File: src/hdl/axi_pkg.sv
package axi_pkg;

    localparam int ADDR_W = 32;
    localparam int DATA_W = 32;
    localparam int STRB_W = DATA_W / 8;

    typedef logic [1:0] resp_t;

    localparam resp_t RESP_OKAY   = 2'b00;
    localparam resp_t RESP_SLVERR = 2'b10;
    localparam resp_t RESP_DECERR = 2'b11;

    // Channel payloads
    typedef struct packed {
        logic [ADDR_W-1:0] addr;
    } axil_ar_t;

    typedef struct packed {
        logic [DATA_W-1:0] data;
        resp_t             resp;
    } axil_r_t;

    typedef struct packed {
        logic [ADDR_W-1:0] addr;
    } axil_aw_t;

    typedef struct packed {
        logic [DATA_W-1:0] data;
        logic [STRB_W-1:0] strb;
    } axil_w_t;

    typedef struct packed {
        resp_t resp;
    } axil_b_t;

    // Read-only master, used by instruction fetch
    typedef struct packed {
        logic     ar_valid;
        axil_ar_t ar;
        logic     r_ready;
    } axil_rd_req_t;

    typedef struct packed {
        logic    ar_ready;
        logic    r_valid;
        axil_r_t r;
    } axil_rd_rsp_t;

    // Full read/write bundles
    typedef struct packed {
        logic     ar_valid;
        axil_ar_t ar;
        logic     r_ready;
        logic     aw_valid;
        axil_aw_t aw;
        logic     w_valid;
        axil_w_t  w;
        logic     b_ready;
    } axil_req_t;

    typedef struct packed {
        logic    ar_ready;
        logic    r_valid;
        axil_r_t r;
        logic    aw_ready;
        logic    w_ready;
        logic    b_valid;
        axil_b_t b;
    } axil_rsp_t;

endpackage

File: src/hdl/soc_pkg.sv
package soc_pkg;

    // Main memory
    localparam logic [axi_pkg::ADDR_W-1:0] SRAM_BASE = 32'h8000_0000;
    localparam int SRAM_WORDS = 1024;                  // 4 KiB
    localparam int SRAM_IDX_W = $clog2(SRAM_WORDS);

    // Machine timer
    localparam logic [axi_pkg::ADDR_W-1:0] CLINT_BASE   = 32'h0200_0000;
    localparam logic [axi_pkg::ADDR_W-1:0] CLINT_SPAN   = 32'h8;
    localparam logic [axi_pkg::ADDR_W-1:0] MTIME_LO_OFS = 32'h0;
    localparam logic [axi_pkg::ADDR_W-1:0] MTIME_HI_OFS = 32'h4;

endpackage

File: src/hdl/clint_timer.sv
`timescale 1ns/1ns

module clint_timer (
    input  logic               clk,
    input  logic               reset,
    input  axi_pkg::axil_req_t req,
    output axi_pkg::axil_rsp_t rsp
);

    logic [63:0]                mtime;
    logic [axi_pkg::ADDR_W-1:0] rd_ofs;
    logic [axi_pkg::ADDR_W-1:0] rd_word;
    axi_pkg::axil_r_t           r_q;
    logic                       r_valid_q;
    logic                       b_valid_q;
    logic                       ar_fire;
    logic                       wr_fire;

    assign rd_ofs  = req.ar.addr - soc_pkg::CLINT_BASE;
    assign rd_word = {rd_ofs[axi_pkg::ADDR_W-1:2], 2'b00};

    assign ar_fire = req.ar_valid && !r_valid_q;
    assign wr_fire = req.aw_valid && req.w_valid && !b_valid_q;

    always_comb begin
        rsp          = '0;
        rsp.ar_ready = !r_valid_q;
        rsp.r_valid  = r_valid_q;
        rsp.r        = r_q;
        rsp.aw_ready = wr_fire;
        rsp.w_ready  = wr_fire;
        rsp.b_valid  = b_valid_q;
        rsp.b.resp   = axi_pkg::RESP_SLVERR;    // Timer is read-only
    end

    // Snapshot taken at the address handshake
    always_ff @(posedge clk) begin
        if (ar_fire) begin
            case (rd_word)
                soc_pkg::MTIME_LO_OFS: r_q <= '{data: mtime[31:0],  resp: axi_pkg::RESP_OKAY};
                soc_pkg::MTIME_HI_OFS: r_q <= '{data: mtime[63:32], resp: axi_pkg::RESP_OKAY};
                default:               r_q <= '{data: '0, resp: axi_pkg::RESP_SLVERR};
            endcase
        end
    end

    always_ff @(posedge clk) begin
        if (reset) begin
            mtime     <= '0;
            r_valid_q <= 1'b0;
            b_valid_q <= 1'b0;
        end else begin
            mtime <= mtime + 64'd1;
            if (ar_fire)
                r_valid_q <= 1'b1;
            else if (req.r_ready)
                r_valid_q <= 1'b0;
            if (wr_fire)
                b_valid_q <= 1'b1;
            else if (req.b_ready)
                b_valid_q <= 1'b0;
        end
    end

    a_b_hold: assert property (@(posedge clk) disable iff (reset)
        rsp.b_valid && !req.b_ready |=> rsp.b_valid && $stable(rsp.b))
        else $error("clint: b_valid dropped without handshake");

endmodule

File: config.mk
export PLATFORM = sky130hd
export DESIGN_NAME = clint_timer
export DESIGN_NICKNAME = d
export VERILOG_FILES = /design/src/hdl/axi_pkg.sv /design/src/hdl/soc_pkg.sv /design/src/hdl/clint_timer.sv
export SDC_FILE = /design/constraint.sdc
export NUM_CORES = 1
export LEC_CHECK = 0
export BUFFER_PORTS_ARGS = -buffer_cell sky130_fd_sc_hd__buf_4
export CAP_MARGIN = 20
export CORE_ASPECT_RATIO = 0.6
export CORE_MARGIN = 3
export CORE_UTILIZATION = 46
export CTS_CLUSTER_DIAMETER = 40
export DETAILED_ROUTE_END_ITERATION = 8
export GPL_TIMING_DRIVEN = 0
export MAX_ROUTING_LAYER = met4
export PLACE_DENSITY = 0.74
export SLEW_MARGIN = 25
export SYNTH_ARGS = -nofsm -noshare
export SYNTH_HDL_FRONTEND = slang
export SYNTH_SLANG_ARGS = --single-unit
File: constraint.sdc
create_clock -name clk -period 2.1 [get_ports clk]
set_input_delay 0.105 -clock clk [delete_from_list [all_inputs] [get_ports clk]]
set_output_delay 0.105 -clock clk [all_outputs]
set_load 0.01 [all_outputs]
# After elaboration in Yosys (flattened, before gate mapping)
# Cells that the tools add are included.
classes:
  add_sub_neg: 2
  mul: 0
  div_mod_pow: 0
  order_cmp: 0
  eq_ne: 1
  n_shift: 0
  n_mux: 5
  bitwise: 0
  reduce_logical: 8
ops:
  columns: ["operator", "n"]
  rows:
  - ["$pmux 34 s2", 1]
  - ["$add 64x1->64 const B", 1]
  - ["$logic_not 32->1", 1]
  - ["$sub 32x26->32 const B", 1]
  - ["$eq 30x1->1 const B", 1]
  - ["$mux 1", 4]
  - ["$reduce_bool 2->1", 2]
  - ["$logic_and 1x1->1", 3]
  - ["$logic_not 1->1", 2]
word_totals:
  reg_bits: 100
  latch_bits: 0
  mem_bits_rw: 0
  romBits: 0
  input_bits: 107
  out_inout_bits: 41
  mem_count: 0

# Depth between registers and ports, before layout
depth:
  ltp_word: 3
  mapped_depth: 8

# Worst setup path before layout
# Ideal clock, no wire load.
synth_timing:
  kind: "flip-flop to flip-flop"
  start: "reg r_valid_q"
  end: "reg r_q, in the netlist rsp[10] (enable)"
  setup_ns: 0.427
  t_arrival_ns: 1.829
  required_ns: 1.673
  setup_slack_ns: -0.156
  stages_incl_launch_ff: 2
  n_path_buf: 0
  path_cell_list: "dfxtp_1 nor2b_1"
synth_between:
  elab_chain_cells: 2
synth_lines:
  columns: ["item", "line", "rtl"]
  rows:
  - ["start, declared", "clint_timer.sv:14", "logic r_valid_q;"]
  - ["start signal, assigned", "clint_timer.sv:50", "r_valid_q <= 1'b0;"]
  - ["start signal, assigned", "clint_timer.sv:55", "r_valid_q <= 1'b1;"]
  - ["start signal, assigned", "clint_timer.sv:57", "r_valid_q <= 1'b0;"]
  - ["$logic_not 1->1", "clint_timer.sv:22", "assign ar_fire = req.ar_valid && !r_valid_q;"]
  - ["$logic_and 1x1->1", "clint_timer.sv:22", null]
  - ["via ar_fire", "clint_timer.sv:16", "logic ar_fire;"]
  - ["end signal, assigned", "clint_timer.sv:40", "soc_pkg::MTIME_LO_OFS: r_q <= '{data: mtime[31:0], resp: axi_pkg::RESP_OKAY};"]
  - ["end signal, assigned", "clint_timer.sv:41", "soc_pkg::MTIME_HI_OFS: r_q <= '{data: mtime[63:32], resp: axi_pkg::RESP_OKAY};"]
  - ["end signal, assigned", "clint_timer.sv:42", "default: r_q <= '{data: '0, resp: axi_pkg::RESP_SLVERR};"]
  - ["end, declared", "clint_timer.sv:13", "axi_pkg::axil_r_t r_q;"]
# The timed path passes the listed nets, and every way through them passes these cells.
# A chain may end at the register's enable or synchronous reset.

# Final worst setup path
layout_timing:
  start: "reg mtime[27]"
  end: "reg mtime[62]"
layout_between:
  elab_chain_cells: 1
layout_lines:
  columns: ["item", "line", "rtl"]
  rows:
  - ["start, declared", "clint_timer.sv:10", "logic [63:0] mtime;"]
  - ["start signal, assigned", "clint_timer.sv:53", "mtime <= mtime + 64'd1;"]
  - ["$add 64x1->64", "clint_timer.sv:53", null]
# No other way between the ends.

==> summary.md <==
| Metric | Value |
|---|---|
| Clock latency on the worst-skew pair | `0.36 ns` |
| Ys async rst share | `0%` |
| CP Launch Point | `mtime[27]` |
| Rows | `27` |
| Status | `finished with violations` |
| Max IR drop VDD | `0.000405 V` |
| Slew Limit Fails | `0` |
| CP top delay family | `simple AND/OR/NAND/NOR gates` |
| Crit path cell chain | `nand4_1 > buf_4 > nor4_4 > nand4_1 > buf_6 > or4_1 > a21oi_1` |
| Initial DRC Count | `657` |
| Largest net degree at the start of global routing | `26` |
| Rel. slew slack | `33.7%` |
| DR vias | `approximately 4500` |
| Routed Antenna Nets | `0` |
| Pwr/cell area | `652 mW/mm^2` |
| H-tree depth | `3` |
| CTS Sinks | `a little under 100` |
| IO Pins | `148` |
| Final setup fails | `2` |
| Final Hold Vio Count | `0` |
| Worst slew pin tran | `0.995 ns` |
| Hold Worst Slack | `0.0994 ns` |
| Tcrit/Tclk final | `101%` |
| Placed cell count | `between 600 and 700` |
| Mapped Avg Cell Area | `9.44 um^2` |
| Slowest-stage cell, CP | `or4_1` |
| GP Congestion | `approximately 0.95` |
| Crit path buf inv count | `2` |
| Routed vias/inst | `5.95` |
| Hold/Removal Path Class | `in -> reg` |
| Power, Total | `4110 uW` |
| Worst path most repeated cell | `nand4_1` |
| Post-Layout Cell Count | `751` |
| Worst setup slack after layout | `-0.0261 ns` |
| Worst stage delay on the critical path | `0.50 ns` |
| Die Area | `0.0114 mm^2` |
| Fmax | `roughly 0.47 GHz` |
| CP endpoint kind | `flip-flop` |
| Worst Setup Path Type | `reg -> reg` |
| Total wire length | `14.4 mm` |
| Failing checks | `negative setup slack` |
| Clk_skew | `between 0.01 and 0.015 ns` |
| Chip height | `between 80 and 90 um` |
| CP endpoint | `mtime[62]` |
| Wire length per cell | `19.2 um` |
| Max clock buf depth | `2` |
| Core Area | `0.00949 mm^2` |
| Sequential area share after synthesis | `~50%` |
| Number of CTS-inserted buffers | `9` |
| Gr ovfl total | `0` |
| Nets@finish | `725` |
| Critical Path Fanout Max | `6` |
| RSZ-0062 raised after global routing | `true` |
| ANT cells | `0` |
| Startpoint types | `flip-flop` |
| Post-route DRC | `0` |
| Mapped Cells | `about 500` |
| Post-DP HPWL | `around 9.5 mm` |
| Seq cells post-synth | `99` |
| CTS tree | `yes` |
| Dpl ws | `-0.657 ns` |
| Synth Flop Type | `dfxtp_1` |
| Maxcap violations | `0` |
| Final-layout fill cell count | `slightly above 700` |
| Initial antenna violation count | `0` |
| Flop2flop setup slack | `-0.03 ns` |
| Worst r2r path cells | `7` |
| CTS clk-pin slew, worst paths | `0.07 ns` |
| Netlist Area Pre-Place | `0.00464 mm^2` |
| Share of cells above drive strength 1 | `31.6%` |
| Die width | `136 um` |
| Gr usage total | `24.4%` |
| Top-area cell type share of the netlist area | `28.5%` |
| Root Driver | `clkbuf_16` |
| Leakage | `0.00237 uW` |
| Yosys cell types | `35` |
| Synth-to-Final Area Change | `36.0%` |
| Reg-to-Reg End | `mtime[62]` |
| CP arrival | `between 2 and 2.5 ns` |
| CP Data Required Time | `2.38 ns` |
| YS warnings | `0` |
| Top cells by area, synth | `dfxtp_1 28%, edfxtp_1 21%, mux2i_1 6.9%, nor2_1 6.3%, xor2_1 4.5%` |
| EDFF count, synth | `33` |
| Largest area contributor in the netlist | `dfxtp_1` |
| Vias in the first global route | `a little under 4000` |
| Initial DRT Pass Iterations | `6` |
| Most common cell in the netlist | `nor2_1` |
| Initial Util | `48.8%` |
| I/O Buffers | `73` |
| Min Tclk post-route | `2.13 ns` |
| CP Depth | `7` |
| Top cells by count, synth | `78 x nor2_1, 66 x dfxtp_1, 33 x edfxtp_1` |
| FF-to-FF Start | `mtime[27]` |
| First-pass GRT wire length | `20.8 mm` |
==> metrics by stage <==
stage	TNS, ns	instance area (um^2)	util, %
floorplan	0	4640	-
global placement	-15.85	5350	56.4
detailed placement	-18.06	5390	56.7
CTS	-0.0118	5990	63.1
global route	-0.738	6310	66.4
finish	-0.0315	6310	66.4
==> per-layer routing <==
layer / global-route usage, % / routed length (um)
met3: 8.43 / 1950
met2: 34.8 / 6180
met1: 33.5 / 5980
met5: - / 0
met4: 5.86 / 330
==> power by group <==
part / total (uW) / internal, uW / switching, uW
combinational: 265 / 134 / 131
sequential: 2020 / 2000 / 17.6
clock: 1830 / 1060 / 771
total: 4110 / 3190 / 920
==> kinds of logic (layout without fill, tap and decap cells) <==
| group | after synthesis | after routing | synth area share (%) |
|---|---|---|---|
| buffers and inverters | 39 | 168 | 3.80 |
| AND/OR/NAND/NOR | 225 | 225 | 25.3 |
| other | 2 | 3 | 0.162 |
| adder cells (fa/ha/maj) | 2 | 2 | 0.540 |
| XOR/XNOR | 35 | 35 | 6.61 |
| AO/OA/AOI/OAI | 56 | 56 | 6.56 |
| multiplexers | 33 | 33 | 7.15 |
| flip-flops | 99 | 99 | 49.9 |
==> worst reg2reg max path: stages, from the launching register on <==
cell	delay, ns
dfxtp_4	0.37
nand4_1	0.18
buf_4	0.20
nor4_4	0.33
nand4_1	0.16
buf_6	0.17
or4_1	0.50
a21oi_1	0.15
==> how the worst min path moves through the flow <==
stage	start	to	cells after the start
3_5_place_dp	req[71]	r_valid_q	2
4_1_cts	req[104]	r_valid_q	3
2_1_floorplan	req[71]	r_valid_q	1
3_3_place_gp	req[71]	r_valid_q	2
5_1_grt	req[104]	r_valid_q	3
6_report	req[104]	r_valid_q	3
==> flip-flops by register name, indices dropped and copies added (netlist names) <==
signal / flops
mtime: 64
rsp: 33
b_valid_q: 1
r_valid_q: 1
==> layout by cell type, fill, tap and decap left out, drive strengths merged, types with 7 or more instances in the layout <==
cell type and n:
or3 19, a21oi 28, nor2 78, inv 12, o21ai 19, nand3 24, o31ai 7, and3 7
nor4 13, or4 9, nand4 32, nand2 22, xor2 24, mux2i 32, buf 128, edfxtp 33
dfxtp 66, xnor2 11, clkbuf 23
==> repair_timing <==
item | in CTS | in global routing
gates resized for setup | 47 | 47
hold endpoints to repair | 1 | 0
pin swaps | 11 | 18
setup endpoints to repair | 39 | 37
hold buffers | 1 | 0
setup buffers | 17 | 23
==> layout make-up <==
type                       count  area (um^2)  area share (%)
inverter                      10         37.5           0.595
clock buffer                  10          229            3.63
timing repair buffer         115          897            14.2
sequential                    99         2380            37.7
multi-input combinational    354         2350            37.2
clock inverter                 6         96.3            1.53
tap                          130          163            2.58
buffer                        27          160            2.54
Note: power is estimated with default switching activity, not from simulation.
