===== config.mk =====
export PLATFORM = sky130hd
export DESIGN_NAME = addr_decoder
export DESIGN_NICKNAME = d
export VERILOG_FILES = /design/src/hdl/axi_pkg.sv /design/src/hdl/soc_pkg.sv /design/src/hdl/addr_decoder.sv
export SDC_FILE = /design/constraint.sdc
export NUM_CORES = 1
export LEC_CHECK = 0
export BUFFER_PORTS_ARGS = -buffer_cell sky130_fd_sc_hd__buf_2
export CORE_AREA = 2 2 171 173
export CTS_CLUSTER_SIZE = 40
export DETAILED_ROUTE_END_ITERATION = 6
export DIE_AREA = 0 0 173 175
export SETUP_SLACK_MARGIN = 0.02
export SLEW_MARGIN = 20
export SYNTH_ARGS = -nofsm -noshare
export SYNTH_HDL_FRONTEND = slang
export SYNTH_SLANG_ARGS = --single-unit

===== constraint.sdc =====
create_clock -name clk -period 3.5 [get_ports clk]
set_input_delay 0.35 -clock clk [delete_from_list [all_inputs] [get_ports clk]]
set_output_delay 0.35 -clock clk [all_outputs]
set_load 0.02 [all_outputs]

===== src/hdl/axi_pkg.sv =====
package axi_pkg;

    localparam int ADDR_W = 32;
    localparam int DATA_W = 32;
    localparam int STRB_W = DATA_W / 8;

    typedef logic [1:0] resp_t;

    localparam resp_t RESP_OKAY   = 2'b00;
    localparam resp_t RESP_SLVERR = 2'b10;
    localparam resp_t RESP_DECERR = 2'b11;

    // Channel payloads
    typedef struct packed {
        logic [ADDR_W-1:0] addr;
    } axil_ar_t;

    typedef struct packed {
        logic [DATA_W-1:0] data;
        resp_t             resp;
    } axil_r_t;

    typedef struct packed {
        logic [ADDR_W-1:0] addr;
    } axil_aw_t;

    typedef struct packed {
        logic [DATA_W-1:0] data;
        logic [STRB_W-1:0] strb;
    } axil_w_t;

    typedef struct packed {
        resp_t resp;
    } axil_b_t;

    // Read-only master, used by instruction fetch
    typedef struct packed {
        logic     ar_valid;
        axil_ar_t ar;
        logic     r_ready;
    } axil_rd_req_t;

    typedef struct packed {
        logic    ar_ready;
        logic    r_valid;
        axil_r_t r;
    } axil_rd_rsp_t;

    // Full read/write bundles
    typedef struct packed {
        logic     ar_valid;
        axil_ar_t ar;
        logic     r_ready;
        logic     aw_valid;
        axil_aw_t aw;
        logic     w_valid;
        axil_w_t  w;
        logic     b_ready;
    } axil_req_t;

    typedef struct packed {
        logic    ar_ready;
        logic    r_valid;
        axil_r_t r;
        logic    aw_ready;
        logic    w_ready;
        logic    b_valid;
        axil_b_t b;
    } axil_rsp_t;

endpackage


===== src/hdl/soc_pkg.sv =====
package soc_pkg;

    // Main memory
    localparam logic [axi_pkg::ADDR_W-1:0] SRAM_BASE = 32'h8000_0000;
    localparam int SRAM_WORDS = 1024;                  // 4 KiB
    localparam int SRAM_IDX_W = $clog2(SRAM_WORDS);

    // Machine timer
    localparam logic [axi_pkg::ADDR_W-1:0] CLINT_BASE   = 32'h0200_0000;
    localparam logic [axi_pkg::ADDR_W-1:0] CLINT_SPAN   = 32'h8;
    localparam logic [axi_pkg::ADDR_W-1:0] MTIME_LO_OFS = 32'h0;
    localparam logic [axi_pkg::ADDR_W-1:0] MTIME_HI_OFS = 32'h4;

endpackage


===== src/hdl/addr_decoder.sv =====
`timescale 1ns/1ns

module addr_decoder (
    input  logic               clk,
    input  logic               reset,
    input  axi_pkg::axil_req_t bus_req,
    output axi_pkg::axil_rsp_t bus_rsp,
    output axi_pkg::axil_req_t sram_req,
    input  axi_pkg::axil_rsp_t sram_rsp,
    output axi_pkg::axil_req_t clint_req,
    input  axi_pkg::axil_rsp_t clint_rsp
);

    typedef enum logic [1:0] {
        TGT_SRAM,
        TGT_CLINT,
        TGT_ERR
    } tgt_t;

    localparam logic [axi_pkg::ADDR_W-1:0] SRAM_BYTES =
        axi_pkg::ADDR_W'(4 * soc_pkg::SRAM_WORDS);

    tgt_t rd_tgt;
    tgt_t wr_tgt;
    tgt_t tgt_q;         // Owner of the outstanding response
    logic pending;
    logic err_r_valid;
    logic err_b_valid;
    logic ar_fire;
    logic aw_fire;
    logic r_fire;
    logic b_fire;

    function automatic tgt_t decode(input logic [axi_pkg::ADDR_W-1:0] addr);
        if (addr >= soc_pkg::SRAM_BASE && addr < soc_pkg::SRAM_BASE + SRAM_BYTES)
            return TGT_SRAM;
        if (addr >= soc_pkg::CLINT_BASE && addr < soc_pkg::CLINT_BASE + soc_pkg::CLINT_SPAN)
            return TGT_CLINT;
        return TGT_ERR;
    endfunction

    assign rd_tgt  = decode(bus_req.ar.addr);
    assign wr_tgt  = decode(bus_req.aw.addr);
    assign ar_fire = bus_req.ar_valid && bus_rsp.ar_ready;
    assign aw_fire = bus_req.aw_valid && bus_rsp.aw_ready;
    assign r_fire  = bus_rsp.r_valid && bus_req.r_ready;
    assign b_fire  = bus_rsp.b_valid && bus_req.b_ready;

    // Address phase steered by live decode, response phase by tgt_q
    always_comb begin
        sram_req  = bus_req;
        clint_req = bus_req;

        sram_req.ar_valid  = bus_req.ar_valid && !pending && rd_tgt == TGT_SRAM;
        clint_req.ar_valid = bus_req.ar_valid && !pending && rd_tgt == TGT_CLINT;
        sram_req.aw_valid  = bus_req.aw_valid && !pending && wr_tgt == TGT_SRAM;
        clint_req.aw_valid = bus_req.aw_valid && !pending && wr_tgt == TGT_CLINT;
        sram_req.w_valid   = bus_req.w_valid && !pending && wr_tgt == TGT_SRAM;
        clint_req.w_valid  = bus_req.w_valid && !pending && wr_tgt == TGT_CLINT;

        sram_req.r_ready  = bus_req.r_ready && tgt_q == TGT_SRAM;
        clint_req.r_ready = bus_req.r_ready && tgt_q == TGT_CLINT;
        sram_req.b_ready  = bus_req.b_ready && tgt_q == TGT_SRAM;
        clint_req.b_ready = bus_req.b_ready && tgt_q == TGT_CLINT;
    end

    always_comb begin
        bus_rsp = '0;
        case (rd_tgt)
            TGT_SRAM:  bus_rsp.ar_ready = sram_rsp.ar_ready;
            TGT_CLINT: bus_rsp.ar_ready = clint_rsp.ar_ready;
            default:   bus_rsp.ar_ready = 1'b1;              // Error responder
        endcase
        case (wr_tgt)
            TGT_SRAM: begin
                bus_rsp.aw_ready = sram_rsp.aw_ready;
                bus_rsp.w_ready  = sram_rsp.w_ready;
            end
            TGT_CLINT: begin
                bus_rsp.aw_ready = clint_rsp.aw_ready;
                bus_rsp.w_ready  = clint_rsp.w_ready;
            end
            default: begin
                bus_rsp.aw_ready = bus_req.aw_valid && bus_req.w_valid;
                bus_rsp.w_ready  = bus_req.aw_valid && bus_req.w_valid;
            end
        endcase
        if (pending) begin
            bus_rsp.ar_ready = 1'b0;
            bus_rsp.aw_ready = 1'b0;
            bus_rsp.w_ready  = 1'b0;
        end

        case (tgt_q)
            TGT_SRAM: begin
                bus_rsp.r_valid = sram_rsp.r_valid;
                bus_rsp.r       = sram_rsp.r;
                bus_rsp.b_valid = sram_rsp.b_valid;
                bus_rsp.b       = sram_rsp.b;
            end
            TGT_CLINT: begin
                bus_rsp.r_valid = clint_rsp.r_valid;
                bus_rsp.r       = clint_rsp.r;
                bus_rsp.b_valid = clint_rsp.b_valid;
                bus_rsp.b       = clint_rsp.b;
            end
            default: begin
                bus_rsp.r_valid = err_r_valid;
                bus_rsp.r.resp  = axi_pkg::RESP_DECERR;   // Data stays zero
                bus_rsp.b_valid = err_b_valid;
                bus_rsp.b.resp  = axi_pkg::RESP_DECERR;
            end
        endcase
    end

    always_ff @(posedge clk) begin
        if (reset) begin
            pending     <= 1'b0;
            tgt_q       <= TGT_ERR;
            err_r_valid <= 1'b0;
            err_b_valid <= 1'b0;
        end else if (ar_fire) begin
            pending     <= 1'b1;
            tgt_q       <= rd_tgt;
            err_r_valid <= (rd_tgt == TGT_ERR);
        end else if (aw_fire) begin
            pending     <= 1'b1;
            tgt_q       <= wr_tgt;
            err_b_valid <= (wr_tgt == TGT_ERR);
        end else if (r_fire || b_fire) begin
            pending     <= 1'b0;
            err_r_valid <= 1'b0;
            err_b_valid <= 1'b0;
        end
    end

    // Relies on the arbiter never mixing a read and a write
    a_one_target: assert property (@(posedge clk) disable iff (reset)
        $onehot0({sram_req.ar_valid || sram_req.aw_valid || sram_req.w_valid,
                  clint_req.ar_valid || clint_req.aw_valid || clint_req.w_valid}))
        else $error("decoder: two targets addressed at once");

endmodule


; ---- Yosys cells after proc, flatten, opt, wreduce, memory -nomap -nowiden
; Cells that the tools add are included.
[op_classes]
magnitude_cmp = 8
n_eq_ne = 6
muxes = 30
bitwise_logic = 1
n_reduce_logical = 33
[ops]
columns = op, count
row1 = $ge 32x26->1 const B, 2
row2 = $ge 32x32->1 const B, 2
row3 = $lt 32x26->1 const B, 2
row4 = $lt 32x32->1 const B, 2
row5 = $pmux 32 s2, 1
row6 = $logic_and 1x1->1, 22
row7 = $mux 2, 11
row8 = $mux 1, 13
row9 = $pmux 2 s2, 2
row10 = $eq 2x1->1 const B, 3
row11 = $logic_not 2->1, 3
row12 = $pmux 3 s2, 1
row13 = $reduce_bool 2->1, 3
row14 = $eq 2x2->1 const B, 2
row15 = $pmux 1 s2, 2
row16 = $reduce_and 2->1, 2
row17 = $reduce_bool 3->1, 1
row18 = $ne 2x2->1 const B, 1
row19 = $logic_not 1->1, 1
row20 = $logic_or 1x1->1, 1
row21 = $not 1->1, 1
[word_totals]
ff_bits = 5
in_bits = 189
output_inout_bits = 251
wordCells = 82

; ---- Logic depth before layout (Yosys ltp)
[depth]
word_depth = 12
ltp_mapped = 6
ltp_nobuf = 5

; ---- Worst setup path after synthesis
; OpenSTA, ideal clock, no wires.
[synth_path]
path_kind = input port to output port
start = input bus_req[66] (netlist name)
end = output bus_rsp[3] (netlist name)
t_arrival_ns = 2.335
required_ns = 3.150
setup_slack_ns = 0.815
path_stages = 4
path_buffers = 0
cell_sequence = or4_1 nor4_2 nand3_1 a221oi_1
[synth_rtl]
columns = item, line
row1 = "start, declared", addr_decoder.sv:6  ; input axi_pkg::axil_req_t bus_req,
row2 = "end, declared", addr_decoder.sv:7  ; output axi_pkg::axil_rsp_t bus_rsp,

==> impl_metrics.json <==
{
  "outcome": "finished, final reports clean",
  "rsz0062_at_grt": "no",
  "crit-reg2reg-capture": "err_r_valid$_SDFFE_PP0P_",
  "required_ps": 3150,
  "n_fill_cell": 3341,
  "drive_gt1_share_pct": 67.14,
  "maxCapViolCount": 0,
  "port_buffers": 313,
  "synth_seq_cells": 5,
  "setup_viol": 0,
  "slew_headroom_pct": 38.41,
  "drtIter0Drc": 128,
  "firstDrtPassIters": 4,
  "clk_pin_slew_ps": 30,
  "synth_top_area_share_pct": 54.30,
  "die-area_um2": 30280,
  "ys_seq_area_share_pct": 3.620,
  "cp-end-kind": "output port",
  "fmax_mhz": 374.4,
  "synth.area.top_cells": "buf_4 54%, mux2i_1 12%, nor2_1 5.4%",
  "initial_core_util_pct": 9.739,
  "synthFlopType": "dfxtp_1",
  "cts.sinks": 5,
  "cts_tree": "built",
  "rrSetupSlack_ps": 1260,
  "die_x_um": 173,
  "worstSetupStartpointType": "input pin",
  "fin_crit_sh_pct": 76.31,
  "cts_root_buf": "clkbuf_16",
  "overflow": 0,
  "fin_tns_setup_ps": 0,
  "hold_end": "pending$_SDFFE_PP0P_",
  "hold_viol_final": 0,
  "cp_data_arrival_time_ps": 2320,
  "yosysTopAreaCell": "buf_4",
  "holdPathStages": 2,
  "clk_latency_ps": 230,
  "grt_max_degree": 46,
  "drc": 0,
  "async_flop_share_pct": 0,
  "synthTopCellsByCount": "200 x buf_4, 40 x nor2_1, 34 x mux2i_1, 9 x clkbuf_1",
  "multi_input_area_um2": 1115,
  "synth_fp_nets": 569,
  "clk_path_buf_depth": 2,
  "synth_area_per_cell_um2": 7.277,
  "cts_setup_buffers": 0,
  "synth.most_common_cell": "buf_4",
  "fin_skew_ps": 0.5803,
  "cts_resized": 0,
  "postCtsHoldBufs": 0,
  "grt_pass1_wl_um": 15210,
  "crit_type": "input pin to output port",
  "finalCoreUtilization_pct": 11.95,
  "wl_um": 10840,
  "power_uw": 716.9,
  "ant_nets": 0,
  "vdd.ir_drop.worst_mv": 0.1235,
  "drv_slew": 0,
  "reg2reg_from": "tgt_q[1]$_SDFFE_PP1P_",
  "hp-class": "input pin to flop",
  "routedWlPerCell_um": 12.39,
  "cts-buffers-inserted": 3,
  "grt_pass1_vias": 2511,
  "synth_area_um2": 2765,
  "min-delay-start": "reset",
  "rows": 62,
  "place.detailed.hpwl_um": 9619,
  "grt.total_usage_pct": 6.596,
  "p_per_area_nw_per_um2": 211.4,
  "num_vias": 2774,
  "core_um2": 28390,
  "antenna_found_initial": 2,
  "seqCellArea_um2": 102.6,
  "total_leakage_power_nw": 1.716,
  "viasPerCell": 3.170,
  "worst_r2r_path_depth": 4,
  "yosysWarnings": 0,
  "num-nets-final": 680,
  "yosysUniqueCellTypes": 41,
  "cp_max_fo": 4,
  "tightest_slew_ps": 923.9,
  "syn_to_final_growth_pct": 22.67,
  "io_pins": 440,
  "synth_cells": 380,
  "min_period_ps": 2671,
  "htreeDepth": 1,
  "routabilityCongestion": 0.9153,
  "die_h_um": 175,
  "synth_edf_count": 0
}
[layout make-up]
cell class              count  area share, %
multi-input cells         162          32.87
inverters                   3         0.3320
well taps                 384          14.16
diodes                      1        0.07377
repair buffers            316          47.22
flip-flops and latches      5          3.025
clock buffers               4          2.324
[flip-flops by register name (all words and copies together), names as in the netlist]
| signal | cells |
|---|---|
| tgt_q | 2 |
| err_r_valid | 1 |
| err_b_valid | 1 |
| pending | 1 |
[report_power, final]
part	internal [mW]	switching, mW
logic	0.175	0.268
clock network	0.151	0.0387
registers	0.0632	0.0213
total	0.389	0.328
[cell families (layout without fill, tap and decap cells)]
group	Yosys count	in the layout	synth area share (%)
buf+inv	213	323	56.06
simple gates	98	98	19.37
mux	34	34	12.31
compound gates	30	30	8.643
flops	5	5	3.620
other cells	0	1	0
[worst max-delay path, cell delays in order]
cell,delay (ps)
buf_2,110
or4_1,570
o31ai_1,500
nand3_1,260
a221oi_1,320
buf_2,220
[metal layers]
layer / GRT usage, % / up-vias / part of all wire, %
li1: - / 1311 / -
met1: 7.984 / 1218 / 40
met2: 10.58 / 210 / 46
met3: 2.567 / 35 / 11
met4: 2.401 / 0 / 3.1
met5: 0 / - / 0
[how the worst max path moves through the flow]
stage / slack (ps) / to / depth (start not counted) / startpoint
3_5_place_dp: 800 / bus_rsp[3] / 6 / bus_req[45]
4_1_cts: 790 / bus_rsp[3] / 6 / bus_req[45]
3_3_place_gp: 840 / bus_rsp[3] / 6 / bus_req[45]
2_1_floorplan: 820 / bus_rsp[3] / 4 / bus_req[66]
6_report: 830 / bus_rsp[3] / 6 / bus_req[45]
5_1_grt: 650 / bus_rsp[3] / 6 / bus_req[45]
[per-stage QoR]
step	setup WS, ps	hold WS (ps)	instances	instance area (um2)
global route	651.8	338.7	875	3392
floorplan	815.1	419.4	380	2765
global placement	839.6	475.2	870	3311
finish	829.0	330.6	875	3392
CTS	792.8	330.0	874	3390
detailed placement	803.8	480.2	870	3311
[cells in the final DEF (no fill, tap or decap), types with 4 or more instances in the layout]
cell type / n
buf_2: 313
nor2_1: 40
mux2i_1: 34
nor2b_1: 7
nor4_1: 7
nand2_1: 7
nand2b_1: 5
a211o_1: 4
nor3b_1: 4
nor3_1: 4
nand3_1: 4
or4_1: 4
a31oi_1: 4
No activity file was read; power rests on OpenSTA's default activity.
