$ cat src/hdl/axi_pkg.sv
package axi_pkg;

    localparam int ADDR_W = 32;
    localparam int DATA_W = 32;
    localparam int STRB_W = DATA_W / 8;

    typedef logic [1:0] resp_t;

    localparam resp_t RESP_OKAY   = 2'b00;
    localparam resp_t RESP_SLVERR = 2'b10;
    localparam resp_t RESP_DECERR = 2'b11;

    // Channel payloads
    typedef struct packed {
        logic [ADDR_W-1:0] addr;
    } axil_ar_t;

    typedef struct packed {
        logic [DATA_W-1:0] data;
        resp_t             resp;
    } axil_r_t;

    typedef struct packed {
        logic [ADDR_W-1:0] addr;
    } axil_aw_t;

    typedef struct packed {
        logic [DATA_W-1:0] data;
        logic [STRB_W-1:0] strb;
    } axil_w_t;

    typedef struct packed {
        resp_t resp;
    } axil_b_t;

    // Read-only master, used by instruction fetch
    typedef struct packed {
        logic     ar_valid;
        axil_ar_t ar;
        logic     r_ready;
    } axil_rd_req_t;

    typedef struct packed {
        logic    ar_ready;
        logic    r_valid;
        axil_r_t r;
    } axil_rd_rsp_t;

    // Full read/write bundles
    typedef struct packed {
        logic     ar_valid;
        axil_ar_t ar;
        logic     r_ready;
        logic     aw_valid;
        axil_aw_t aw;
        logic     w_valid;
        axil_w_t  w;
        logic     b_ready;
    } axil_req_t;

    typedef struct packed {
        logic    ar_ready;
        logic    r_valid;
        axil_r_t r;
        logic    aw_ready;
        logic    w_ready;
        logic    b_valid;
        axil_b_t b;
    } axil_rsp_t;

endpackage

$ cat src/hdl/axi_arbiter.sv
`timescale 1ns/1ns

module axi_arbiter (
    input  logic                  clk,
    input  logic                  reset,
    input  axi_pkg::axil_rd_req_t fetch_req,
    output axi_pkg::axil_rd_rsp_t fetch_rsp,
    input  axi_pkg::axil_req_t    lsu_req,
    output axi_pkg::axil_rsp_t    lsu_rsp,
    output axi_pkg::axil_req_t    bus_req,
    input  axi_pkg::axil_rsp_t    bus_rsp
);

    typedef enum logic [1:0] {
        ST_IDLE,
        ST_FETCH_RD,
        ST_LSU_RD,
        ST_LSU_WR
    } state_t;

    state_t state;
    state_t state_next;
    logic   fetch_gnt;
    logic   lsu_rd_gnt;
    logic   lsu_wr_gnt;
    logic   r_done;
    logic   b_done;

    assign fetch_gnt  = (state == ST_FETCH_RD);
    assign lsu_rd_gnt = (state == ST_LSU_RD);
    assign lsu_wr_gnt = (state == ST_LSU_WR);

    // Bus readies only reach the slave side from the owner
    assign r_done = bus_rsp.r_valid && bus_req.r_ready;
    assign b_done = bus_rsp.b_valid && bus_req.b_ready;

    always_comb begin
        state_next = state;
        case (state)
            ST_IDLE: begin
                // Load/store wins a tie and writes go ahead of reads
                if (lsu_req.aw_valid || lsu_req.w_valid)
                    state_next = ST_LSU_WR;
                else if (lsu_req.ar_valid)
                    state_next = ST_LSU_RD;
                else if (fetch_req.ar_valid)
                    state_next = ST_FETCH_RD;
            end
            ST_FETCH_RD, ST_LSU_RD: if (r_done) state_next = ST_IDLE;
            ST_LSU_WR:              if (b_done) state_next = ST_IDLE;
            default:                state_next = ST_IDLE;
        endcase
    end

    always_ff @(posedge clk) begin
        if (reset)
            state <= ST_IDLE;
        else
            state <= state_next;
    end

    // Owner's channels pass straight through and all else stays low
    always_comb begin
        bus_req    = '0;
        bus_req.ar = fetch_gnt ? fetch_req.ar : lsu_req.ar;
        bus_req.aw = lsu_req.aw;
        bus_req.w  = lsu_req.w;
        if (fetch_gnt) begin
            bus_req.ar_valid = fetch_req.ar_valid;
            bus_req.r_ready  = fetch_req.r_ready;
        end
        if (lsu_rd_gnt) begin
            bus_req.ar_valid = lsu_req.ar_valid;
            bus_req.r_ready  = lsu_req.r_ready;
        end
        if (lsu_wr_gnt) begin
            bus_req.aw_valid = lsu_req.aw_valid;
            bus_req.w_valid  = lsu_req.w_valid;
            bus_req.b_ready  = lsu_req.b_ready;
        end
    end

    always_comb begin
        fetch_rsp.r        = bus_rsp.r;      // Read payload reaches both masters
        fetch_rsp.ar_ready = fetch_gnt && bus_rsp.ar_ready;
        fetch_rsp.r_valid  = fetch_gnt && bus_rsp.r_valid;

        lsu_rsp.r        = bus_rsp.r;
        lsu_rsp.b        = bus_rsp.b;
        lsu_rsp.ar_ready = lsu_rd_gnt && bus_rsp.ar_ready;
        lsu_rsp.r_valid  = lsu_rd_gnt && bus_rsp.r_valid;
        lsu_rsp.aw_ready = lsu_wr_gnt && bus_rsp.aw_ready;
        lsu_rsp.w_ready  = lsu_wr_gnt && bus_rsp.w_ready;
        lsu_rsp.b_valid  = lsu_wr_gnt && bus_rsp.b_valid;
    end

    // Never both masters see bus activity in the same cycle
    a_grant_excl: assert property (@(posedge clk) disable iff (reset)
        !((fetch_rsp.ar_ready || fetch_rsp.r_valid) &&
          (lsu_rsp.ar_ready || lsu_rsp.r_valid || lsu_rsp.aw_ready || lsu_rsp.b_valid)))
        else $error("arbiter: fetch and load/store both granted");

endmodule

$ cat config.mk
export PLATFORM = sky130hd
export DESIGN_NAME = axi_arbiter
export DESIGN_NICKNAME = d
export VERILOG_FILES = /design/src/hdl/axi_pkg.sv /design/src/hdl/axi_arbiter.sv
export SDC_FILE = /design/constraint.sdc
export NUM_CORES = 1
export LEC_CHECK = 0
export BUFFER_PORTS_ARGS = -buffer_cell sky130_fd_sc_hd__buf_2
export CAP_MARGIN = 10
export CORE_AREA = 5 5 137 139
export DETAILED_ROUTE_END_ITERATION = 12
export DIE_AREA = 0 0 142 144
export PLACE_DENSITY_LB_ADDON = 0.1
export SLEW_MARGIN = 20
export SYNTH_ARGS = -nofsm -noshare
export SYNTH_HDL_FRONTEND = slang
export SYNTH_SLANG_ARGS = --single-unit
$ cat constraint.sdc
create_clock -name clk -period 1.9 [get_ports clk]
set_input_delay 0.475 -clock clk [delete_from_list [all_inputs] [get_ports clk]]
set_output_delay 0.475 -clock clk [all_outputs]
set_load 0.005 [all_outputs]
Yosys cells after proc, flatten, opt, wreduce, memory -nomap -nowiden:

Index checks and enable logic that the tools add are counted.
Widths: inputs -> output; s select.

* word-level logic and storage cells: 34
* input port bits: 182
* output and inout bits: 182
* register bits: 2

* reduce and logical (&&, ||, !) cells: 13
* mux-type cells: 14
* equality and inequality tests: 6

Operators with widths (number)
* $mux 32: 1
* $mux 2: 5
* $logic_and 1x1->1: 9
* $mux 1: 7
* $pmux 2 s3: 1
* $eq 2x2->1 const B: 2
* $ne 4x4->1 const B: 1
* $reduce_and 3->1: 1
* $eq 2x1->1 const B: 1
* $logic_not 2->1: 1
* $ne 2x1->1 const B: 1
* $ne 2x2->1 const B: 1
* $reduce_or 2->1: 1
* $logic_or 1x1->1: 1

Longest topological paths before layout:

Gate-level depths: netlist of run 1.

* depth in word-level cells: 6
* depth in mapped cells: 7
* gate-level depth less buffers: 6

Worst setup path after synthesis of run 1:

OpenSTA, ideal clock, no wires.

* kind: register -> output
* start: register state[1]
* end: output bus_req[73] in the netlist's numbering
* cell stages (with the launch flop): 6
* data arrival time: 1.226 ns
* path buffers: 2
* path slack: 0.199 ns
* path through: dfxtp_1 inv_1 ha_1 buf_6 buf_2 mux2_2

RTL lines
* from (decl): line axi_arbiter.sv:21 `state_t state;`
* from (signal assigned): line axi_arbiter.sv:59 `state <= state_next;`
* to (decl): line axi_arbiter.sv:10 `output axi_pkg::axil_req_t bus_req,`

==> impl_metrics.tcl, run 1 <==
set metrics [dict create \
    required_arrival_time_at_the_worst_endpoint_ns 1.42 \
    finalInstanceArea_um2 2120 \
    dpl.hpwl_um 4100 \
    setup_slack_of_the_worst_register_to_register_path_ns 0.19 \
    synthesis.area_um2 1750 \
    nNetsFinal 390 \
    rr_startpoint "state[1]$_SDFFE_PP0P_" \
    timing_worst_setup_path_type "register to primary output" \
    setup_ws_ns -0.0443 \
    port_buffers 121 \
    cts_buffers 3 \
    finalNonFillerCells 430 \
    antenna_found_initial 0 \
    via_per_inst 2.73 \
    clock_insertion_delay_worst_skew_ns 0.22 \
    routedWlPerCell_um 12.2 \
    h-tree-depth 1 \
    synth.lib_cells_used.distinct 19 \
    synth_area_leaders "buf_4, mux2_2, and2_1" \
    endpoint_kind "primary output" \
    clock_tree_from_tritoncts "done" \
    power_leakage_nw 1.04 \
    post_synth.cell_area_avg_um2 8.31 \
    fmax_ghz 0.514 \
    worst_hold_path.endpoint "state[0]$_SDFFE_PP0P_" \
    synth.top_cells.by_count "buf_4, mux2_2, and2_1" \
    fp.coreArea_um2 17500 \
    slew_violations 0 \
    vdd_ir_drop_max_mv 0.298 \
    nFillCells 2064 \
    holdCritPathClass "register to register" \
    largest_register_ff_count 2 \
    ys_seq_area_share_pct 2.29 \
    gp_congestion 0.645 \
    worst_setup_path_start_kind "register" \
    synth_enable_flop_cells 0 \
    crit_family "buffers and inverters" \
    cp.buffers_inverters 3 \
    yosysWarningCount 0 \
    largest_registers "state (2)" \
    first_pass_iteration_count_of_the_detailed_router 3 \
    grt_pass1_vias 1298 \
    setup-violations-final 31 \
    placement_row_count 49 \
    power_per_cell_area_nw_per_um2 1170 \
    synth_nets 397 \
    run_status "finished with violations" \
    cts.root.buffer_cell "clkbuf_16" \
    cts_sinks 2 \
    insertedDiodeCount 0 \
    grt_start_max_net_pins 13 \
    path_depth 5 \
    largest_stage_delay_on_the_critical_path_ns 0.31 \
    hold_viol 0 \
    dpl.cell_count 422 \
    hold-path-cell-count 2 \
    global_route_usage_sum_pct 4.32 \
    post_route_setup_tns_ns -0.767 \
    syn2layout_area_growth_pct 21.6 \
    clock_tree.buffer_depth 2 \
    grt_pass1_wl_um 6910 \
    reg2reg_depth 8 \
    skew_ns 0.00171 \
    floorplan.initialDensity_pct 9.95 \
    r2r-end "state[0]$_SDFFE_PP0P_" \
    post-synth-top-count-cell "buf_4" \
    worstPathMaxFanout 6 \
    worst_slew_margin_rel_pct 82.5 \
    number_of_top_level_pins 364 \
    cts.reportedPaths.clkPinSlew_ns 0.03 \
    cts_hold_buffers 0 \
    placed_area_um2 1620 \
    die_h_um 144 \
    via_count 1176 \
    dp_slack_ns 0.0960 \
    setup_repair_after_global_routing_missed_its_margin "yes" \
    synthDominantAreaCellType "buf_4" \
    fp.dieArea_um2 20400 \
    worstHoldStart "state[0]$_SDFFE_PP0P_" \
    synth-seq-cells 2 \
    final.period_utilization_pct 102 \
    regMostFlops "state" \
    tmin_final_ns 1.94 \
    tightest_slew_ns 0.261 \
    instance_count_of_the_mapped_netlist 210 \
    violations "negative setup slack" \
    post-synth-top-area-fraction_pct 59.4 \
    async_sr_flop_fraction_pct 0 \
    layout-drive-gt1-share_pct 86.1 \
    crit_arrival_ns 1.47 \
    wl_um 5260 \
    die_width_um 142 \
    max_cap_viol 0 \
    initialDrtViolationCount 15 \
    cp_slowest_cell "dfxtp_2" \
    timing.critical_path.cells "inv_2, ha_4, clkbuf_16, mux2_4, buf_6" \
    drc_violation_count_after_routing 0 \
    yosys_most_used_dff "dfxtp_1" \
    ant_nets 0 \
    grt_overflow 0 \
]
## tightest hold or removal path: stages, from the launching register on
cell and delay (ns):
dfxtp_2 0.34, nand2b_1 0.07, mux2i_1 0.06
## worst max path at each step
| stage | from | to | slack (ns) |
|---|---|---|---|
| global placement | state[0]$_SDFFE_PP0P_ | bus_req[101] | 0.08 |
| floorplan | state[1]$_SDFFE_PP0P_ | bus_req[73] | 0.20 |
| finish | state[1]$_SDFFE_PP0P_ | bus_req[101] | -0.04 |
| detailed placement | state[0]$_SDFFE_PP0P_ | bus_req[101] | 0.1 |
| global route | state[1]$_SDFFE_PP0P_ | bus_req[87] | -0.10 |
| CTS | state[1]$_SDFFE_PP0P_ | bus_req[91] | -0.06 |
## layer usage
layer  wire [µm]  vias up  global-route usage, %
met5           0        -                      0
met3         726       33                   2.31
met2        2520      113                   6.61
li1            -      517                      -
met4         293        0                   3.54
met1        1720      513                   4.35
## kinds of logic (layout without fill, tap and decap cells)
logic type                 count (synthesis)  after routing  share of synthesized area, %
buffers and inverters                    145            136                          61.5
muxes                                     34             34                          21.8
DFF                                        2              2                          2.29
AOI/OAI and AO/OA                          4              4                          3.51
and+or+nand+nor                           20             20                          7.31
adders and majority gates                  5              5                          3.58
## power by group
group	internal [W]	switching, W	leakage (nW)	total (W)
clock network	0.000268	0.0000474	0.0370	0.000315
registers	0.0000713	0.0000252	0.0172	0.0000965
logic	0.00132	0.000749	0.984	0.00207
total	0.00166	0.000821	1.04	0.00248
## layout by cell type (no fill, tap or decap)
cell,count
clkbuf_16,4
buf_16,1
and2_1,10
ha_1,3
nor2b_4,1
ha_4,1
a22o_4,1
inv_2,1
o221ai_4,1
buf_12,1
nand2_1,2
mux2i_1,2
buf_2,88
nand2b_1,3
or3_1,1
a2bb2oi_1,1
buf_8,1
dfxtp_2,2
nand3b_1,2
a22o_1,1
buf_6,34
ha_2,1
inv_1,2
buf_4,4
nor2_1,1
mux2_4,32
## what timing repair did
action	CTS	global route
gates cloned	1	1
resized for setup	43	31
setup endpoints to repair	34	34
pin swaps	2	2
setup buffers	1	2
## stage by stage
stage | util (%) | hold slack (ns) | total power (W)
6_report | 12.1 | 0.522 | 0.00248
5_1_grt | 12.1 | 0.547 | 0.00267
4_1_cts | 11.0 | 0.528 | 0.00222
3_5_place_dp | 9.24 | 0.540 | 0.00146
3_3_place_gp | 9.24 | 0.552 | 0.00150
2_1_floorplan | - | 0.484 | 0.00115
## area by class of cell
cell class / instances / area, µm² / area share [%]
inverter: 3 / 11.3 / 0.530
clock buffer: 3 / 75.1 / 3.54
timing repair buffer: 130 / 941 / 44.3
sequential: 2 / 42.5 / 2.00
multi-input combinational: 63 / 767 / 36.1
tap: 229 / 287 / 13.5
Power figures use the tool's default switching activity.
==> run 2, diff against run 1 <==
--- a/config.mk
+++ b/config.mk
@@ -5,7 +5,7 @@
 export SDC_FILE = /design/constraint.sdc
 export NUM_CORES = 1
 export LEC_CHECK = 0
-export BUFFER_PORTS_ARGS = -buffer_cell sky130_fd_sc_hd__buf_2
+export BUFFER_PORTS_ARGS = -buffer_cell sky130_fd_sc_hd__buf_4
 export CAP_MARGIN = 10
 export CORE_AREA = 5 5 137 139
 export DETAILED_ROUTE_END_ITERATION = 12
==> run 2 against run 1 <==
Maximum frequency grew 1.3%. The flow still finishes with violations (negative setup slack). Via count shrank 2.8%. Combinational power shrank 9%. First-iteration DRC count shrank 6.7%. Critical path depth grew 1. Flip-flop and latch count is the same. Count of clock-buffer cells in the layout is the same.
==> impl_metrics.tcl, run 2 (synthesis gave the netlist of run 1 again) <==
set metrics [dict create \
    run_status "finished with violations" \
    violations "negative setup slack" \
    crit_family "buffers and inverters" \
    cts_sinks 2 \
    largest_stage_delay_on_the_critical_path_ns 0.32 \
    clock_tree.buffer_depth 2 \
    worstPathMaxFanout 11 \
    timing.critical_path.cells "inv_2, ha_4, buf_12, nor2b_4, a22o_4, buf_4" \
    global_route_usage_sum_pct 4.63 \
    fp.dieArea_um2 20400 \
    die_h_um 144 \
    power_leakage_nw 1.02 \
    ant_nets 0 \
    clock_tree_from_tritoncts "done" \
    utilization_pct 12.5 \
    worst_slew_margin_rel_pct 80.2 \
    number_of_top_level_pins 364 \
    cts_hold_buffers 0 \
    layout.cells.most_common "buf_4" \
    hold_viol 0 \
    vdd_ir_drop_max_mv 0.407 \
    max_cap_viol 0 \
    floorplan.initialDensity_pct 9.95 \
    syn2layout_area_growth_pct 25.9 \
    fmax_ghz 0.521 \
    endpoint_kind "primary output" \
    cts.reportedPaths.clkPinSlew_ns 0.03 \
    h-tree-depth 1 \
    nNetsFinal 386 \
    dpl.hpwl_um 4420 \
    cts_buffers 3 \
    crit_arrival_ns 1.44 \
    tightest_slew_ns 0.295 \
    setup_repair_after_global_routing_missed_its_margin "yes" \
    gp_congestion 0.614 \
    largest_register_ff_count 2 \
    commonest_cells_after_routing_fill_and_taps_aside "buf_4, mux2_4, buf_6" \
    initialDrtViolationCount 14 \
    largest_registers "state (2)" \
    placement_row_count 49 \
    port_buffers 121 \
    fp.coreArea_um2 17500 \
    via_per_inst 2.68 \
    nFillCells 2062 \
    skew_ns 0.00187 \
    grt_pass1_wl_um 7250 \
    grt_overflow 0 \
    timing_worst_setup_path_type "register to primary output" \
    power_per_cell_area_nw_per_um2 1050 \
    wl_um 5340 \
    routedWlPerCell_um 12.5 \
    grt_pass1_vias 1317 \
    die_width_um 142 \
    cts.root.buffer_cell "clkbuf_16" \
    cp_slowest_cell "dfxtp_2" \
    cts.repair_timing.setup_buffer_count 0 \
    clock_insertion_delay_worst_skew_ns 0.22 \
    slew_violations 0 \
    setup_ws_ns -0.0184 \
    layout-drive-gt1-share_pct 85.8 \
    required_arrival_time_at_the_worst_endpoint_ns 1.42 \
    holdCritPathClass "register to register" \
    worst_setup_path_start_kind "register" \
    cp.buffers_inverters 3 \
    worst_hold_slack_ns 0.532 \
    via_count 1143 \
    grt_start_max_net_pins 13 \
    drc_violation_count_after_routing 0 \
    first_pass_iteration_count_of_the_detailed_router 3 \
    fin_total_pwr_w 0.00231 \
    insertedDiodeCount 0 \
    tmin_final_ns 1.92 \
    setup-violations-final 16 \
    regMostFlops "state" \
    antenna_found_initial 0 \
    final.period_utilization_pct 101 \
]
[run 2: final timing paths]
path                         start               endpoint  slack (ns)  cells past startpoint
min reg2reg  state[0]$_SDFFE_PP0P_  state[0]$_SDFFE_PP0P_        0.53                      2
max          state[1]$_SDFFE_PP0P_            bus_req[71]       -0.02                      6
max reg2reg  state[1]$_SDFFE_PP0P_  state[1]$_SDFFE_PP0P_        0.28                      7
min          state[0]$_SDFFE_PP0P_  state[0]$_SDFFE_PP0P_        0.53                      2
[run 2: worst register-to-register path: stages, from the launching register on]
cell	delay, ns
dfxtp_2	0.32
inv_2	0.05
buf_4	0.13
ha_1	0.26
inv_1	0.11
a2bb2oi_1	0.31
o221ai_4	0.17
mux2i_1	0.15
[run 2: metal layers]
| layer | track usage (%) | up-vias | routed length, µm |
|---|---|---|---|
| li1 | - | 508 | - |
| met1 | 4.55 | 485 | 1690 |
| met2 | 6.83 | 115 | 2520 |
| met3 | 2.51 | 35 | 784 |
| met4 | 4.60 | 0 | 351 |
| met5 | 0 | - | 0 |
[run 2: area by class of cell]
cell class              count  area [µm²]  area share [%]
flip-flops and latches      2        45.0            2.05
well taps                 229         287            13.0
repair buffers            126        1060            48.3
inverters                   3        11.3           0.512
multi-input cells          63         718            32.7
clock buffers               3        75.1            3.41
[run 2: repair_timing]
action / in CTS / in global routing
endpoints found under the setup margin: 34 / 34
hold endpoints to repair: 0 / 0
pin swaps: 0 / 1
resized for setup: 32 / 16
cloned: 1 / 0
[run 2: per-stage QoR]
| step | instance area, µm² | TNS (ns) | worst slack [ns] | instances |
|---|---|---|---|---|
| after floorplan | 1750 | 0 | 0.199 | 210 |
| after global placement | 1920 | 0 | 0.105 | 422 |
| after detailed placement | 1920 | 0 | 0.0849 | 422 |
| after CTS | 2140 | -0.864 | -0.0736 | 426 |
| after global routing | 2200 | -2.10 | -0.0821 | 426 |
| final | 2200 | -0.132 | -0.0184 | 426 |
[run 2: report_power, final]
group | leakage [nW] | internal [W] | switching, W
clock | 0.0370 | 0.000268 | 0.0000524
sequential | 0.0175 | 0.0000757 | 0.0000243
combinational | 0.962 | 0.00120 | 0.000691
total | 1.02 | 0.00155 | 0.000767
